===== config.mk =====
export PLATFORM = sky130hd
export DESIGN_NAME = slm_ctrl_top
export DESIGN_NICKNAME = d
export VERILOG_FILES = /design/src/hw/slm_ctrl_pkg.sv /design/src/hw/cmd_pair_decoder.sv /design/src/hw/reply_queue.sv /design/src/hw/slm_ctrl_top.sv /design/src/hw/spi_master.sv /design/src/hw/uart_rx.sv /design/src/hw/uart_tx.sv
export VERILOG_INCLUDE_DIRS = /design/src /design/src/hw
export SDC_FILE = /design/constraint.sdc
export NUM_CORES = 1
export LEC_CHECK = 0
export BUFFER_PORTS_ARGS = -buffer_cell sky130_fd_sc_hd__buf_2
export CORE_MARGIN = 8
export CORE_UTILIZATION = 55
export CTS_BUF_LIST = sky130_fd_sc_hd__clkbuf_8
export CTS_CLUSTER_DIAMETER = 120
export DETAILED_ROUTE_END_ITERATION = 10
export MAX_ROUTING_LAYER = met4
export PLACE_DENSITY = 0.7
export SYNTH_ARGS = -nofsm -noshare
export SYNTH_HDL_FRONTEND = slang
export SYNTH_HIERARCHICAL = 1
export SYNTH_SLANG_ARGS = --single-unit

===== constraint.sdc =====
create_clock -name fpga_clk -period 5.85 [get_ports fpga_clk]
set_input_delay 0.2925 -clock fpga_clk [delete_from_list [all_inputs] [get_ports fpga_clk]]
set_output_delay 0.2925 -clock fpga_clk [all_outputs]
set_load 0.02 [all_outputs]

===== src/hw/slm_ctrl_consts.svh =====
// Timing and sizing constants for the SLM carrier control path
`ifndef SLM_CTRL_CONSTS_SVH
`define SLM_CTRL_CONSTS_SVH

// fpga_clk cycles per UART bit
// 62.5 MHz / 3.125 Mbaud gives an exact 20
`define CLKS_PER_BIT 20

// fpga_clk cycles per SCK half-period
// one SPI bit is twice this
`define SPI_HALF_PERIOD 2

// cycles the display reset stays low
// counted from the fall of the board reset
// display needs 100 ns minimum, 10 cycles leaves headroom
`define RESET_HOLD 10

// entries in the SPI reply FIFO
// replies beyond this while the UART is busy are lost
`define REPLY_DEPTH 4

`endif


===== src/hw/slm_ctrl_pkg.sv =====
// Shared types of the SLM control path: byte and SPI word vectors and FSM states
`default_nettype none

package slm_ctrl_pkg;

  // one UART byte, also one SPI address or data byte
  typedef logic [7:0] byte_t;

  // one SPI frame
  // address in [15:8], data in [7:0]
  typedef logic [15:0] spi_word_t;

  // receiver FSM
  typedef enum logic [1:0] {
    RX_IDLE,
    RX_START,
    RX_DATA,
    RX_STOP
  } uart_rx_state_e;

  // transmitter FSM
  typedef enum logic [1:0] {
    TX_IDLE,
    TX_START,
    TX_DATA,
    TX_STOP
  } uart_tx_state_e;

  // SPI master FSM
  typedef enum logic [1:0] {
    SPI_IDLE,
    SPI_SHIFT,
    SPI_FINISH
  } spi_state_e;

endpackage

`default_nettype wire


===== src/hw/cmd_pair_decoder.sv =====
// Pairs UART bytes into address and data and launches one SPI write per pair
`timescale 1ns/100ps
`default_nettype none

module cmd_pair_decoder (
  input  logic                    fpga_clk,
  input  logic                    reset_all_cmd_w,
  input  logic                    rx_valid_i,
  input  slm_ctrl_pkg::byte_t     rx_byte_i,
  output logic                    spi_start_o,
  output slm_ctrl_pkg::spi_word_t spi_word_o
);

  slm_ctrl_pkg::byte_t addr_q;
  slm_ctrl_pkg::byte_t data_q;
  // 0 means next byte is an address
  logic                odd_q;

  // phase and launch strobe
  always_ff @(posedge fpga_clk) begin
    if (reset_all_cmd_w) begin
      odd_q       <= 1'b0;
      spi_start_o <= 1'b0;
    end else begin
      spi_start_o <= 1'b0;
      if (rx_valid_i) begin
        odd_q <= ~odd_q;
        // second byte of a pair completes the frame
        if (odd_q) begin
          spi_start_o <= 1'b1;
        end
      end
    end
  end

  // byte chain
  // new byte enters as data, old data moves up to address
  always_ff @(posedge fpga_clk) begin
    if (rx_valid_i) begin
      addr_q <= data_q;
      data_q <= rx_byte_i;
    end
  end

  // address goes out first on the wire
  assign spi_word_o = {addr_q, data_q};

endmodule

`default_nettype wire


===== src/hw/reply_queue.sv =====
// Byte FIFO that buffers SPI replies and feeds the UART transmitter
`timescale 1ns/100ps
`default_nettype none
`include "slm_ctrl_consts.svh"

module reply_queue #(
  parameter int unsigned DEPTH = `REPLY_DEPTH
) (
  input  logic                fpga_clk,
  input  logic                reset_all_cmd_w,
  input  logic                reply_valid_i,
  input  slm_ctrl_pkg::byte_t reply_byte_i,
  input  logic                tx_active_i,
  output logic                tx_start_o,
  output slm_ctrl_pkg::byte_t tx_byte_o
);

  localparam int unsigned PTR_W = $clog2(DEPTH);
  localparam int unsigned CNT_W = $clog2(DEPTH + 1);
  localparam logic [PTR_W-1:0] PTR_LAST = PTR_W'(DEPTH - 1);

  slm_ctrl_pkg::byte_t mem_q [DEPTH];
  logic [PTR_W-1:0]    wr_ptr_q;
  logic [PTR_W-1:0]    rd_ptr_q;
  logic [CNT_W-1:0]    count_q;
  logic                full;
  logic                empty;
  logic                wr_en;
  logic                rd_en;

  assign full  = (count_q == CNT_W'(DEPTH));
  assign empty = (count_q == '0);

  // reply lost when full
  assign wr_en = reply_valid_i && !full;
  // tx_start_o high means a start is still on its way to the UART
  assign rd_en = !empty && !tx_active_i && !tx_start_o;

  ////////////////////
  // pointers and count
  ////////////////////

  always_ff @(posedge fpga_clk) begin
    if (reset_all_cmd_w) begin
      wr_ptr_q   <= '0;
      rd_ptr_q   <= '0;
      count_q    <= '0;
      tx_start_o <= 1'b0;
    end else begin
      // start follows the read by one cycle
      tx_start_o <= rd_en;
      if (wr_en) begin
        wr_ptr_q <= (wr_ptr_q == PTR_LAST) ? '0 : wr_ptr_q + 1'b1;
      end
      if (rd_en) begin
        rd_ptr_q <= (rd_ptr_q == PTR_LAST) ? '0 : rd_ptr_q + 1'b1;
      end
      // simultaneous read and write leaves count alone
      case ({wr_en, rd_en})
        2'b10:   count_q <= count_q + 1'b1;
        2'b01:   count_q <= count_q - 1'b1;
        default: count_q <= count_q;
      endcase
    end
  end

  ////////////////////
  // storage
  ////////////////////

  always_ff @(posedge fpga_clk) begin
    if (wr_en) begin
      mem_q[wr_ptr_q] <= reply_byte_i;
    end
    // read data settles with tx_start_o
    if (rd_en) begin
      tx_byte_o <= mem_q[rd_ptr_q];
    end
  end

endmodule

`default_nettype wire


===== src/hw/slm_ctrl_top.sv =====
// Top of the SLM control path with display reset stretcher and block wiring
`timescale 1ns/100ps
`default_nettype none
`include "slm_ctrl_consts.svh"

module slm_ctrl_top (
  input  logic fpga_clk,
  input  logic reset_all_cmd_w,
  input  logic uart_rx_i,
  output logic uart_tx_o,
  output logic spi_sen_o,
  output logic spi_sck_o,
  output logic spi_sdat_o,
  input  logic spi_sout_i,
  output logic slm_reset_n_o
);

  localparam int unsigned HOLD_W = $clog2(`RESET_HOLD + 1);

  logic                    rx_valid;
  slm_ctrl_pkg::byte_t     rx_byte;
  logic                    spi_start;
  slm_ctrl_pkg::spi_word_t spi_word;
  logic                    reply_valid;
  slm_ctrl_pkg::byte_t     reply_byte;
  logic                    tx_active;
  logic                    tx_start;
  slm_ctrl_pkg::byte_t     tx_byte;
  logic [HOLD_W-1:0]       hold_cnt_q;

  ////////////////////
  // display reset
  ////////////////////

  // reloads for as long as board reset is high
  // counts down to zero once it drops
  always_ff @(posedge fpga_clk) begin
    if (reset_all_cmd_w) begin
      hold_cnt_q <= HOLD_W'(`RESET_HOLD);
    end else if (hold_cnt_q != '0) begin
      hold_cnt_q <= hold_cnt_q - 1'b1;
    end
  end

  // active low, released at zero
  assign slm_reset_n_o = (hold_cnt_q == '0);

  ////////////////////
  // host to display
  ////////////////////

  uart_rx #(
    .CLKS_PER_BIT(`CLKS_PER_BIT)
  ) i_uart_rx (
    .fpga_clk        (fpga_clk),
    .reset_all_cmd_w (reset_all_cmd_w),
    .rx_serial_i     (uart_rx_i),
    .rx_valid_o      (rx_valid),
    .rx_byte_o       (rx_byte)
  );

  cmd_pair_decoder i_cmd_pair_decoder (
    .fpga_clk        (fpga_clk),
    .reset_all_cmd_w (reset_all_cmd_w),
    .rx_valid_i      (rx_valid),
    .rx_byte_i       (rx_byte),
    .spi_start_o     (spi_start),
    .spi_word_o      (spi_word)
  );

  spi_master i_spi_master (
    .fpga_clk        (fpga_clk),
    .reset_all_cmd_w (reset_all_cmd_w),
    .spi_start_i     (spi_start),
    .spi_word_i      (spi_word),
    .sen_o           (spi_sen_o),
    .sck_o           (spi_sck_o),
    .mosi_o          (spi_sdat_o),
    .miso_i          (spi_sout_i),
    .reply_valid_o   (reply_valid),
    .reply_byte_o    (reply_byte)
  );

  ////////////////////
  // replies to host
  ////////////////////

  reply_queue #(
    .DEPTH(`REPLY_DEPTH)
  ) i_reply_queue (
    .fpga_clk        (fpga_clk),
    .reset_all_cmd_w (reset_all_cmd_w),
    .reply_valid_i   (reply_valid),
    .reply_byte_i    (reply_byte),
    .tx_active_i     (tx_active),
    .tx_start_o      (tx_start),
    .tx_byte_o       (tx_byte)
  );

  uart_tx #(
    .CLKS_PER_BIT(`CLKS_PER_BIT)
  ) i_uart_tx (
    .fpga_clk        (fpga_clk),
    .reset_all_cmd_w (reset_all_cmd_w),
    .tx_start_i      (tx_start),
    .tx_byte_i       (tx_byte),
    .tx_active_o     (tx_active),
    .tx_serial_o     (uart_tx_o)
  );

endmodule

`default_nettype wire


===== src/hw/spi_master.sv =====
// SPI master for 16-bit mode-0 writes that captures the returned low byte
`timescale 1ns/100ps
`default_nettype none
`include "slm_ctrl_consts.svh"

module spi_master (
  input  logic                    fpga_clk,
  input  logic                    reset_all_cmd_w,
  input  logic                    spi_start_i,
  input  slm_ctrl_pkg::spi_word_t spi_word_i,
  output logic                    sen_o,
  output logic                    sck_o,
  output logic                    mosi_o,
  input  logic                    miso_i,
  output logic                    reply_valid_o,
  output slm_ctrl_pkg::byte_t     reply_byte_o
);

  localparam int unsigned HALF  = `SPI_HALF_PERIOD;
  localparam int unsigned DIV_W = $clog2(HALF + 1);
  localparam logic [DIV_W-1:0] DIV_END = DIV_W'(HALF - 1);

  slm_ctrl_pkg::spi_state_e state_q;
  slm_ctrl_pkg::spi_word_t  tx_shift_q;
  logic [DIV_W-1:0]         div_q;
  logic [3:0]               bit_cnt_q;
  logic                     half_end;
  logic                     sck_rise;
  logic                     sck_fall;
  logic                     launch;

  ////////////////////
  // edge timing
  ////////////////////

  // start is dropped while a frame runs
  assign launch   = (state_q == slm_ctrl_pkg::SPI_IDLE) && spi_start_i;
  assign half_end = (state_q == slm_ctrl_pkg::SPI_SHIFT) && (div_q == DIV_END);
  // sck low at half end means it goes high next
  assign sck_rise = half_end && !sck_o;
  assign sck_fall = half_end && sck_o;

  always_ff @(posedge fpga_clk) begin
    if (reset_all_cmd_w) begin
      state_q       <= slm_ctrl_pkg::SPI_IDLE;
      div_q         <= '0;
      bit_cnt_q     <= '0;
      sen_o         <= 1'b1;
      sck_o         <= 1'b0;
      mosi_o        <= 1'b0;
      reply_valid_o <= 1'b0;
    end else begin
      reply_valid_o <= 1'b0;
      case (state_q)
        slm_ctrl_pkg::SPI_IDLE: begin
          div_q     <= '0;
          bit_cnt_q <= '0;
          if (launch) begin
            // MSB set up before the first rising edge
            sen_o   <= 1'b0;
            mosi_o  <= spi_word_i[15];
            state_q <= slm_ctrl_pkg::SPI_SHIFT;
          end
        end
        slm_ctrl_pkg::SPI_SHIFT: begin
          if (half_end) begin
            div_q <= '0;
            sck_o <= ~sck_o;
          end else begin
            div_q <= div_q + 1'b1;
          end
          // mode 0, MOSI moves on falling SCK
          if (sck_fall) begin
            mosi_o    <= tx_shift_q[15];
            bit_cnt_q <= bit_cnt_q + 1'b1;
            if (bit_cnt_q == 4'd15) begin
              state_q <= slm_ctrl_pkg::SPI_FINISH;
            end
          end
        end
        slm_ctrl_pkg::SPI_FINISH: begin
          // deselect and hand over the reply together
          sen_o         <= 1'b1;
          reply_valid_o <= 1'b1;
          state_q       <= slm_ctrl_pkg::SPI_IDLE;
        end
        default: state_q <= slm_ctrl_pkg::SPI_IDLE;
      endcase
    end
  end

  ////////////////////
  // data shifters
  ////////////////////

  // bits still to send, MSB first
  // bit 15 already on MOSI after launch
  always_ff @(posedge fpga_clk) begin
    if (launch) begin
      tx_shift_q <= {spi_word_i[14:0], 1'b0};
    end else if (sck_fall) begin
      tx_shift_q <= {tx_shift_q[14:0], 1'b0};
    end
  end

  // MISO sampled with each rising SCK
  // last eight samples are the data phase
  always_ff @(posedge fpga_clk) begin
    if (sck_rise) begin
      reply_byte_o <= {reply_byte_o[6:0], miso_i};
    end
  end

endmodule

`default_nettype wire


===== src/hw/uart_rx.sv =====
// UART receiver that samples the host line and pulses each received byte
`timescale 1ns/100ps
`default_nettype none
`include "slm_ctrl_consts.svh"

module uart_rx #(
  parameter int unsigned CLKS_PER_BIT = `CLKS_PER_BIT
) (
  input  logic                fpga_clk,
  input  logic                reset_all_cmd_w,
  input  logic                rx_serial_i,
  output logic                rx_valid_o,
  output slm_ctrl_pkg::byte_t rx_byte_o
);

  localparam int unsigned CNT_W = $clog2(CLKS_PER_BIT);
  localparam logic [CNT_W-1:0] BIT_END = CNT_W'(CLKS_PER_BIT - 1);
  localparam logic [CNT_W-1:0] MID_BIT = CNT_W'((CLKS_PER_BIT - 1) / 2);

  slm_ctrl_pkg::uart_rx_state_e state_q;
  logic             rx_meta_q;
  logic             rx_sync_q;
  logic [CNT_W-1:0] clk_cnt_q;
  logic [2:0]       bit_idx_q;

  // host line is async to fpga_clk
  // two flops, idle level high
  always_ff @(posedge fpga_clk) begin
    if (reset_all_cmd_w) begin
      rx_meta_q <= 1'b1;
      rx_sync_q <= 1'b1;
    end else begin
      rx_meta_q <= rx_serial_i;
      rx_sync_q <= rx_meta_q;
    end
  end

  always_ff @(posedge fpga_clk) begin
    if (reset_all_cmd_w) begin
      state_q    <= slm_ctrl_pkg::RX_IDLE;
      clk_cnt_q  <= '0;
      bit_idx_q  <= '0;
      rx_valid_o <= 1'b0;
    end else begin
      // strobe, high for one cycle only
      rx_valid_o <= 1'b0;
      case (state_q)
        slm_ctrl_pkg::RX_IDLE: begin
          clk_cnt_q <= '0;
          bit_idx_q <= '0;
          // falling edge of start bit
          if (!rx_sync_q) begin
            state_q <= slm_ctrl_pkg::RX_START;
          end
        end
        slm_ctrl_pkg::RX_START: begin
          if (clk_cnt_q == MID_BIT) begin
            clk_cnt_q <= '0;
            // still low at mid-bit, else a glitch
            if (!rx_sync_q) begin
              state_q <= slm_ctrl_pkg::RX_DATA;
            end else begin
              state_q <= slm_ctrl_pkg::RX_IDLE;
            end
          end else begin
            clk_cnt_q <= clk_cnt_q + 1'b1;
          end
        end
        slm_ctrl_pkg::RX_DATA: begin
          // from here on each full bit period lands on a bit middle
          if (clk_cnt_q == BIT_END) begin
            clk_cnt_q <= '0;
            bit_idx_q <= bit_idx_q + 1'b1;
            if (bit_idx_q == 3'd7) begin
              state_q <= slm_ctrl_pkg::RX_STOP;
            end
          end else begin
            clk_cnt_q <= clk_cnt_q + 1'b1;
          end
        end
        slm_ctrl_pkg::RX_STOP: begin
          if (clk_cnt_q == BIT_END) begin
            clk_cnt_q <= '0;
            // framing error drops the byte
            rx_valid_o <= rx_sync_q;
            state_q    <= slm_ctrl_pkg::RX_IDLE;
          end else begin
            clk_cnt_q <= clk_cnt_q + 1'b1;
          end
        end
        default: state_q <= slm_ctrl_pkg::RX_IDLE;
      endcase
    end
  end

  // data bits arrive LSB first
  // shift in from the top, byte complete after eight
  always_ff @(posedge fpga_clk) begin
    if (state_q == slm_ctrl_pkg::RX_DATA && clk_cnt_q == BIT_END) begin
      rx_byte_o <= {rx_sync_q, rx_byte_o[7:1]};
    end
  end

endmodule

`default_nettype wire


===== src/hw/uart_tx.sv =====
// UART transmitter that frames one byte with start and stop bits
`timescale 1ns/100ps
`default_nettype none
`include "slm_ctrl_consts.svh"

module uart_tx #(
  parameter int unsigned CLKS_PER_BIT = `CLKS_PER_BIT
) (
  input  logic                fpga_clk,
  input  logic                reset_all_cmd_w,
  input  logic                tx_start_i,
  input  slm_ctrl_pkg::byte_t tx_byte_i,
  output logic                tx_active_o,
  output logic                tx_serial_o
);

  localparam int unsigned CNT_W = $clog2(CLKS_PER_BIT);
  localparam logic [CNT_W-1:0] BIT_END = CNT_W'(CLKS_PER_BIT - 1);

  slm_ctrl_pkg::uart_tx_state_e state_q;
  slm_ctrl_pkg::byte_t          tx_shift_q;
  logic [CNT_W-1:0]             clk_cnt_q;
  logic [2:0]                   bit_idx_q;
  logic                         bit_end;

  assign bit_end = (clk_cnt_q == BIT_END);

  always_ff @(posedge fpga_clk) begin
    if (reset_all_cmd_w) begin
      state_q     <= slm_ctrl_pkg::TX_IDLE;
      clk_cnt_q   <= '0;
      bit_idx_q   <= '0;
      tx_active_o <= 1'b0;
      // line idles high
      tx_serial_o <= 1'b1;
    end else begin
      case (state_q)
        slm_ctrl_pkg::TX_IDLE: begin
          clk_cnt_q   <= '0;
          bit_idx_q   <= '0;
          tx_serial_o <= 1'b1;
          if (tx_start_i) begin
            // start bit goes out right away
            tx_serial_o <= 1'b0;
            tx_active_o <= 1'b1;
            state_q     <= slm_ctrl_pkg::TX_START;
          end
        end
        slm_ctrl_pkg::TX_START: begin
          if (bit_end) begin
            clk_cnt_q   <= '0;
            tx_serial_o <= tx_shift_q[0];
            state_q     <= slm_ctrl_pkg::TX_DATA;
          end else begin
            clk_cnt_q <= clk_cnt_q + 1'b1;
          end
        end
        slm_ctrl_pkg::TX_DATA: begin
          if (bit_end) begin
            clk_cnt_q <= '0;
            bit_idx_q <= bit_idx_q + 1'b1;
            if (bit_idx_q == 3'd7) begin
              // stop bit
              tx_serial_o <= 1'b1;
              state_q     <= slm_ctrl_pkg::TX_STOP;
            end else begin
              // next bit, shift reg moves on the same edge
              tx_serial_o <= tx_shift_q[1];
            end
          end else begin
            clk_cnt_q <= clk_cnt_q + 1'b1;
          end
        end
        slm_ctrl_pkg::TX_STOP: begin
          if (bit_end) begin
            clk_cnt_q   <= '0;
            tx_active_o <= 1'b0;
            state_q     <= slm_ctrl_pkg::TX_IDLE;
          end else begin
            clk_cnt_q <= clk_cnt_q + 1'b1;
          end
        end
        default: state_q <= slm_ctrl_pkg::TX_IDLE;
      endcase
    end
  end

  // latch on start, then LSB first
  always_ff @(posedge fpga_clk) begin
    if (state_q == slm_ctrl_pkg::TX_IDLE && tx_start_i) begin
      tx_shift_q <= tx_byte_i;
    end else if (state_q == slm_ctrl_pkg::TX_DATA && bit_end) begin
      tx_shift_q <= {1'b0, tx_shift_q[7:1]};
    end
  end

endmodule

`default_nettype wire


Word-level counts from Yosys, hierarchy flattened
Memory sizes are Yosys's and may differ from the RTL's. A register that Yosys moved wholly into a read port is not among the register bits.
Index checks and enable logic that the tools add are counted.
Widths: inputs -> output; s select.
{ "word_totals": {"reg_bits": 106, "ramBits": 32, "inputBits": 4, "n_memories": 1} }
{ "op_classes": {"n_addsub": 11, "n_eq_ne": 33, "mux": 54, "bitwise_logic": 5, "reduce_logical": 45} }
{ "memory_table": {"columns": ["name", "words", "word_bits", "rd", "rd_ports_with_merged_regs", "wr", "line_no", "source"], "rows": [
  ["i_reply_queue.mem_q", 4, 8, 1, 1, 1, "reply_queue.sv:22", "slm_ctrl_pkg::byte_t mem_q [DEPTH];"]
]} }
{ "ops": {"columns": ["operator", "n"], "rows": [
  ["$mux 2", 17],
  ["$mux 16", 2],
  ["$ne 2x1->1 const B", 10],
  ["$pmux 3 s2", 3],
  ["$eq 2x2->1 const B", 8],
  ["$mux 8", 2],
  ["$pmux 2 s4", 2],
  ["$reduce_bool 2->1", 8],
  ["$mux 5", 3],
  ["$pmux 5 s3", 1],
  ["$mux 1", 13],
  ["$reduce_and 3->1", 4],
  ["$add 5x1->5 const B", 2],
  ["$eq 2x1->1 const B", 5],
  ["$eq 5x5->1 const B", 2],
  ["$logic_and 1x1->1", 10],
  ["$pmux 5 s2", 1],
  ["$reduce_and 2->1", 5],
  ["$reduce_and 5->1", 2],
  ["$add 3x1->3 const B", 3],
  ["$eq 3x3->1 const B", 3],
  ["$pmux 2 s2", 2],
  ["$pmux 4 s2", 1],
  ["$add 2x1->2 const B", 3],
  ["19 further kinds", 36]
]} }

Depth between registers and ports, before layout
{ "logic_depth": {"ltp_word": 6, "mapped_depth": 9} }

Cells and area by module
The synthesis kept the hierarchy.
{ "modules_own_cells": {"columns": ["mod", "instances", "cells_per_inst", "area_per_inst_um2", "seq_area_each_um2"], "rows": [
  ["reply_queue", 1, 104, 1878.1, 1361.3],
  ["spi_master", 1, 100, 1478.9, 930.9],
  ["uart_tx", 1, 91, 985.9, 480.5],
  ["uart_rx", 1, 73, 888.4, 500.5],
  ["cmd_pair_decoder", 1, 22, 540.5, 520.5],
  ["slm_ctrl_top", 1, 21, 205.2, 80.1]
]} }

Least setup slack after synthesis
Ideal clock, no wire load.
{ "synth_path": {"kind": "flip-flop to flip-flop", "from": "reg i_reply_queue.count_q[0]", "to": "reg i_reply_queue.count_q[2]", "setup_time_ns": 0.070, "arrival_ns": 2.602, "required_time_ns": 5.780, "slack_ns": 3.178, "path_stages_with_launch": 9, "n_path_buf": 0, "cell_sequence": "dfxtp_1 > nor3_1 > nor3_1 > ha_1 > inv_1 > fa_1 > xor2_1 > or3_2 > a21oi_1"} }
{ "synth_via": {"elab_chain_cells": 6, "word_cells_on_any_way": 13} }
{ "synth_rtl": {"columns": ["item", "line_no", "source"], "rows": [
  ["start: declaration", "reply_queue.sv:25", "logic [CNT_W-1:0] count_q;"],
  ["start signal: assignment", "reply_queue.sv:60", "2'b10: count_q <= count_q + 1'b1;"],
  ["start signal: assignment", "reply_queue.sv:61", "2'b01: count_q <= count_q - 1'b1;"],
  ["start signal: assignment", "reply_queue.sv:62", "default: count_q <= count_q;"],
  ["$logic_not 3->1 (*)", "reply_queue.sv:32", "assign empty = (count_q == '0);"],
  ["$logic_not 1->1 (*)", "reply_queue.sv:37", "assign rd_en = !empty && !tx_active_i && !tx_start_o;"],
  ["$logic_and 1x1->1 (*) (2 in series)", "reply_queue.sv:37", null],
  ["via i_reply_queue.rd_en", "reply_queue.sv:29", "logic rd_en;"],
  ["$eq 2x1->1 or $eq 2x2->1 (tied branches)", "reply_queue.sv:59", "case ({wr_en, rd_en})"],
  ["$pmux 3 s2 or $reduce_bool 2->1 (tied branches)", null, null]
]} }
Mark *: on every way through the listed nets, which the timed path passes. The rest lies on a longest branch.
A chain may end at the register's enable or synchronous reset.

Worst setup path after layout
{ "layout_path": {"from": "reg i_reply_queue.count_q[2]", "to": "reg i_reply_queue.count_q[2]"} }
{ "layout_via": {"elab_chain_cells": 6, "word_cells_on_any_way": 13} }
{ "layout_rtl": {"columns": ["item", "line_no"], "rows": [
  ["$logic_not 3->1", "reply_queue.sv:32"],
  ["$logic_not 1->1", "reply_queue.sv:37"],
  ["$logic_and 1x1->1 (2 in series)", "reply_queue.sv:37"],
  ["$eq 2x1->1 or $eq 2x2->1 (tied branches)", "reply_queue.sv:59"],
  ["$pmux 3 s2 or $reduce_bool 2->1 (tied branches)", null]
]} }
Several ways; a longest one is shown, not always the timed one.

==> flow_summary.toml <==
[sta]
skew_ps = 7.26
grt_setup_unrepaired = "false"
finalWorstSetupSlack_ps = 3410
max_slew_margin_pct = 42.4
slew_viol_final = 0
period_needed_ps = 2440
finalHoldViolations = 0
whs_ps = 30.7
worstMarginPinSlew_ps = 864
final.setup.tns_ps = 0
finalCritPeriodShare_pct = 41.8
setup_viol = 0
fmax_ghz = 0.409

[logic_synthesis]
synth_nets = 436
synth_edf_count = 95
ys_top_cells_by_area = "edfxtp_1, dfxtp_1, ha_1"
syn_inst = 411
synth-seq-cells = 146
synth_top_area_share_pct = 47.7
yosys_warnings = 6
ys_seq_area_share_pct = 64.8
syn_avg_cell_area_um2 = 14.5
synthFlopType = "edfxtp_1"
yosysUniqueCellTypes = 69
synth_top_cell_by_area = "edfxtp_1"
syn_area_um2 = 5980
async_reset_ff_share_pct = 0

[place]
post-dp-hpwl_um = 5790
gp_congestion = 0.762
dpl_cell_area_um2 = 6130
post-place-ws_ps = 3410
port_buffers = 8
dpl.cell_count = 548

[floorplan]
die_w_um = 120
core_area_um2 = 10700
initial_core_util_pct = 55.6
dieArea_um2 = 14500
rows = 38
die_h_um = 120
io_pins = 9

[drt]
totalWireLength_um = 9030
vias_per_cell = 5.46
wl_per_cell_um = 15.6
final_antenna_net_count = 0
drt_iter0_drc = 155
num_vias = 3164
drc = 0
dr.pass1.iters = 4

[hold_path]
min_to = "i_spi_master/reply_byte_o[0]"
hold_class = "primary input to flip-flop"
hold_start = "spi_sout_i"
worstHoldPathCells = 1

[layout]
fin_nets = 452
final_cell_count_no_fill = 580
drive_gt1_share_pct = 18.4
n_antenna_cell = 0
fillers = 886
postLayoutCellArea_um2 = 6540
post-route-util_pct = 60.9
syn_to_final_growth_pct = 9.40

[grt]
antenna_found_initial = 0
grtUsageMet3_pct = 4.34
globalRouteTotalUtil_pct = 14.1
grtUsageMet2_pct = 21.5
grt_pass1_wl_um = 15500
grt_pass1_vias = 3216
grt_overflow = 0
grt_max_degree = 57
met1_usage_pct = 17.1
top_usage_layer = "met2"

[setup_path]
critPathMaxStageDelay_ps = 430
critPathMaxFanout = 6
crit_family = "simple AND/OR/NAND/NOR gates"
crit_path_cell_trace = "or3b_4 -> and2_4 -> inv_1 -> ha_1 -> inv_1 -> fa_1 -> xor2_1 -> or3_2 -> a21oi_1"
startpoint_type = "flip-flop"
crit_arrival_ps = 2810
slowest_stage = "or3b_4"
path_class = "flip-flop to flip-flop"
rrSetupSlack_ps = 3410
cp-end-kind = "flip-flop"
r2r_cells = 9
regToRegStartpoint = "i_reply_queue/count_q[2]"
required_ps = 6210
cp_num_buf_inv = 2
worstReg2RegEnd = "i_reply_queue/count_q[2]"
cp_common_cell = "inv_1"

[outcome]
status = "completed"

[clock_tree]
clock_latency_ps = 430
cts_resized = 0
cts_hold_buf = 0
cts_tree = "built"
clockBufferDepth = 2
htree_num_levels = 4
clk_pin_slew_ps = 70
cts-root-buf = "clkbuf_8"
cts_setup_buffers = 0
clock-sinks = 146
cts_inserted_buffers = 17

[power]
ir_drop_v = 0.000150
total_power_mw = 2.09
power.leakage_nw = 2.27
power_density_nw_per_um2 = 320

[flow_run]
maxCapViolations = 0
## layer usage
layer	share of wire, %	vias up
met5	0	-
met4	1.8	0
met3	2.6	14
met2	47	34
met1	49	1540
li1	-	1576
## state kept, by name (all words and copies together), names as in the netlist, 2 cells and up, named ones only
name	cells
hold_cnt_q	4
i_cmd_pair_decoder/addr_q	8
i_cmd_pair_decoder/data_q	8
i_reply_queue/count_q	3
i_reply_queue/mem_q	32
i_reply_queue/rd_ptr_q	2
i_reply_queue/tx_byte_o	8
i_reply_queue/wr_ptr_q	2
i_spi_master/bit_cnt_q	4
i_spi_master/div_q	2
i_spi_master/reply_byte_o	8
i_spi_master/state_q	2
i_spi_master/tx_shift_q	15
i_uart_rx/bit_idx_q	3
i_uart_rx/clk_cnt_q	5
i_uart_rx/rx_byte_o	8
i_uart_tx/bit_idx_q	3
i_uart_tx/clk_cnt_q	5
i_uart_tx/state_q	2
i_uart_tx/tx_shift_q	8
## worst register-to-register path, delay by kind of cell, from the launching register on
family | cells | cell delay [ps]
simple gates | 3 | 1040
xor+xnor | 1 | 150
compound gates | 1 | 140
flops | 1 | 390
buf+inv | 2 | 120
fa+ha+maj | 2 | 540
## cells by family (layout without fill, tap and decap cells)
group,Yosys count,count (layout),synth area share [%]
multiplexers,37,37,8.94
AND/OR/NAND/NOR,115,115,12.2
XOR/XNOR,10,10,1.47
adder cells (fa/ha/maj),21,21,4.52
flip-flops,146,146,64.8
AO/OA/AOI/OAI,49,49,5.57
buffers and inverters,33,62,2.53
## power by group
| group | internal, mW | total [mW] | switching [mW] | leakage (nW) |
|---|---|---|---|---|
| combinational | 0.0749 | 0.156 | 0.0808 | 0.794 |
| clock | 0.436 | 0.791 | 0.354 | 0.207 |
| sequential | 1.12 | 1.15 | 0.0292 | 1.27 |
| total | 1.63 | 2.09 | 0.465 | 2.27 |
## worst max path at each step
stage                                          end  slack, ps  cells after the start                startpoint
after global placement    i_reply_queue/count_q[2]       3520                      9  i_reply_queue/count_q[2]
final                     i_reply_queue/count_q[2]       3410                      9  i_reply_queue/count_q[2]
after CTS                 i_reply_queue/count_q[2]       3400                      9  i_reply_queue/count_q[2]
after detailed placement  i_reply_queue/count_q[2]       3410                      9  i_reply_queue/count_q[2]
after global routing      i_reply_queue/count_q[2]       3300                      9  i_reply_queue/count_q[2]
after floorplan           i_reply_queue/count_q[2]       3180                      8  i_reply_queue/count_q[0]
## cell usage after synthesis (all sizes together), types with 3 or more instances
| master | n |
|---|---|
| a211oi | 3 |
| o21ai | 14 |
| nor3 | 11 |
| nand2 | 13 |
| or2 | 3 |
| mux2 | 24 |
| a21oi | 13 |
| mux2i | 5 |
| inv | 19 |
| xor2 | 6 |
| and4bb | 3 |
| nor2b | 5 |
| xnor2 | 4 |
| nand4bb | 3 |
| nand3 | 11 |
| nor3b | 4 |
| and3 | 6 |
| buf | 7 |
| or3 | 6 |
| nand2b | 11 |
| edfxtp | 95 |
| ha | 20 |
| nor2 | 22 |
| a31oi | 3 |
| mux4 | 8 |
| clkbuf | 6 |
| nand4b | 3 |
| nand3b | 4 |
| dfxtp | 51 |
## layout make-up
class,instances,area (µm²),area share [%]
clock buffer,19,262,4.00
clock inverter,13,145,2.22
inverter,20,76.3,1.17
multi-input combinational,232,1950,29.9
sequential,146,3870,59.2
tap,140,175,2.68
timing repair buffer,10,55.1,0.842
## cells in the final DEF (no fill, tap or decap), types with 4 or more instances in the layout
cell type,instances
dfxtp_1,51
mux2_4,9
mux2_1,8
edfxtp_1,95
clkbuf_8,19
nand2_1,13
mux2i_1,5
nor3_1,11
nor2b_1,5
nand2b_1,11
buf_2,8
a21oi_1,13
or3_1,4
nand3_1,11
inv_1,22
o21ai_1,5
xor2_1,6
o21ai_0,8
mux2_2,7
and3_2,4
nor2_1,22
mux4_2,8
ha_1,20
xnor2_1,4
No activity file was read; power rests on OpenSTA's default activity.
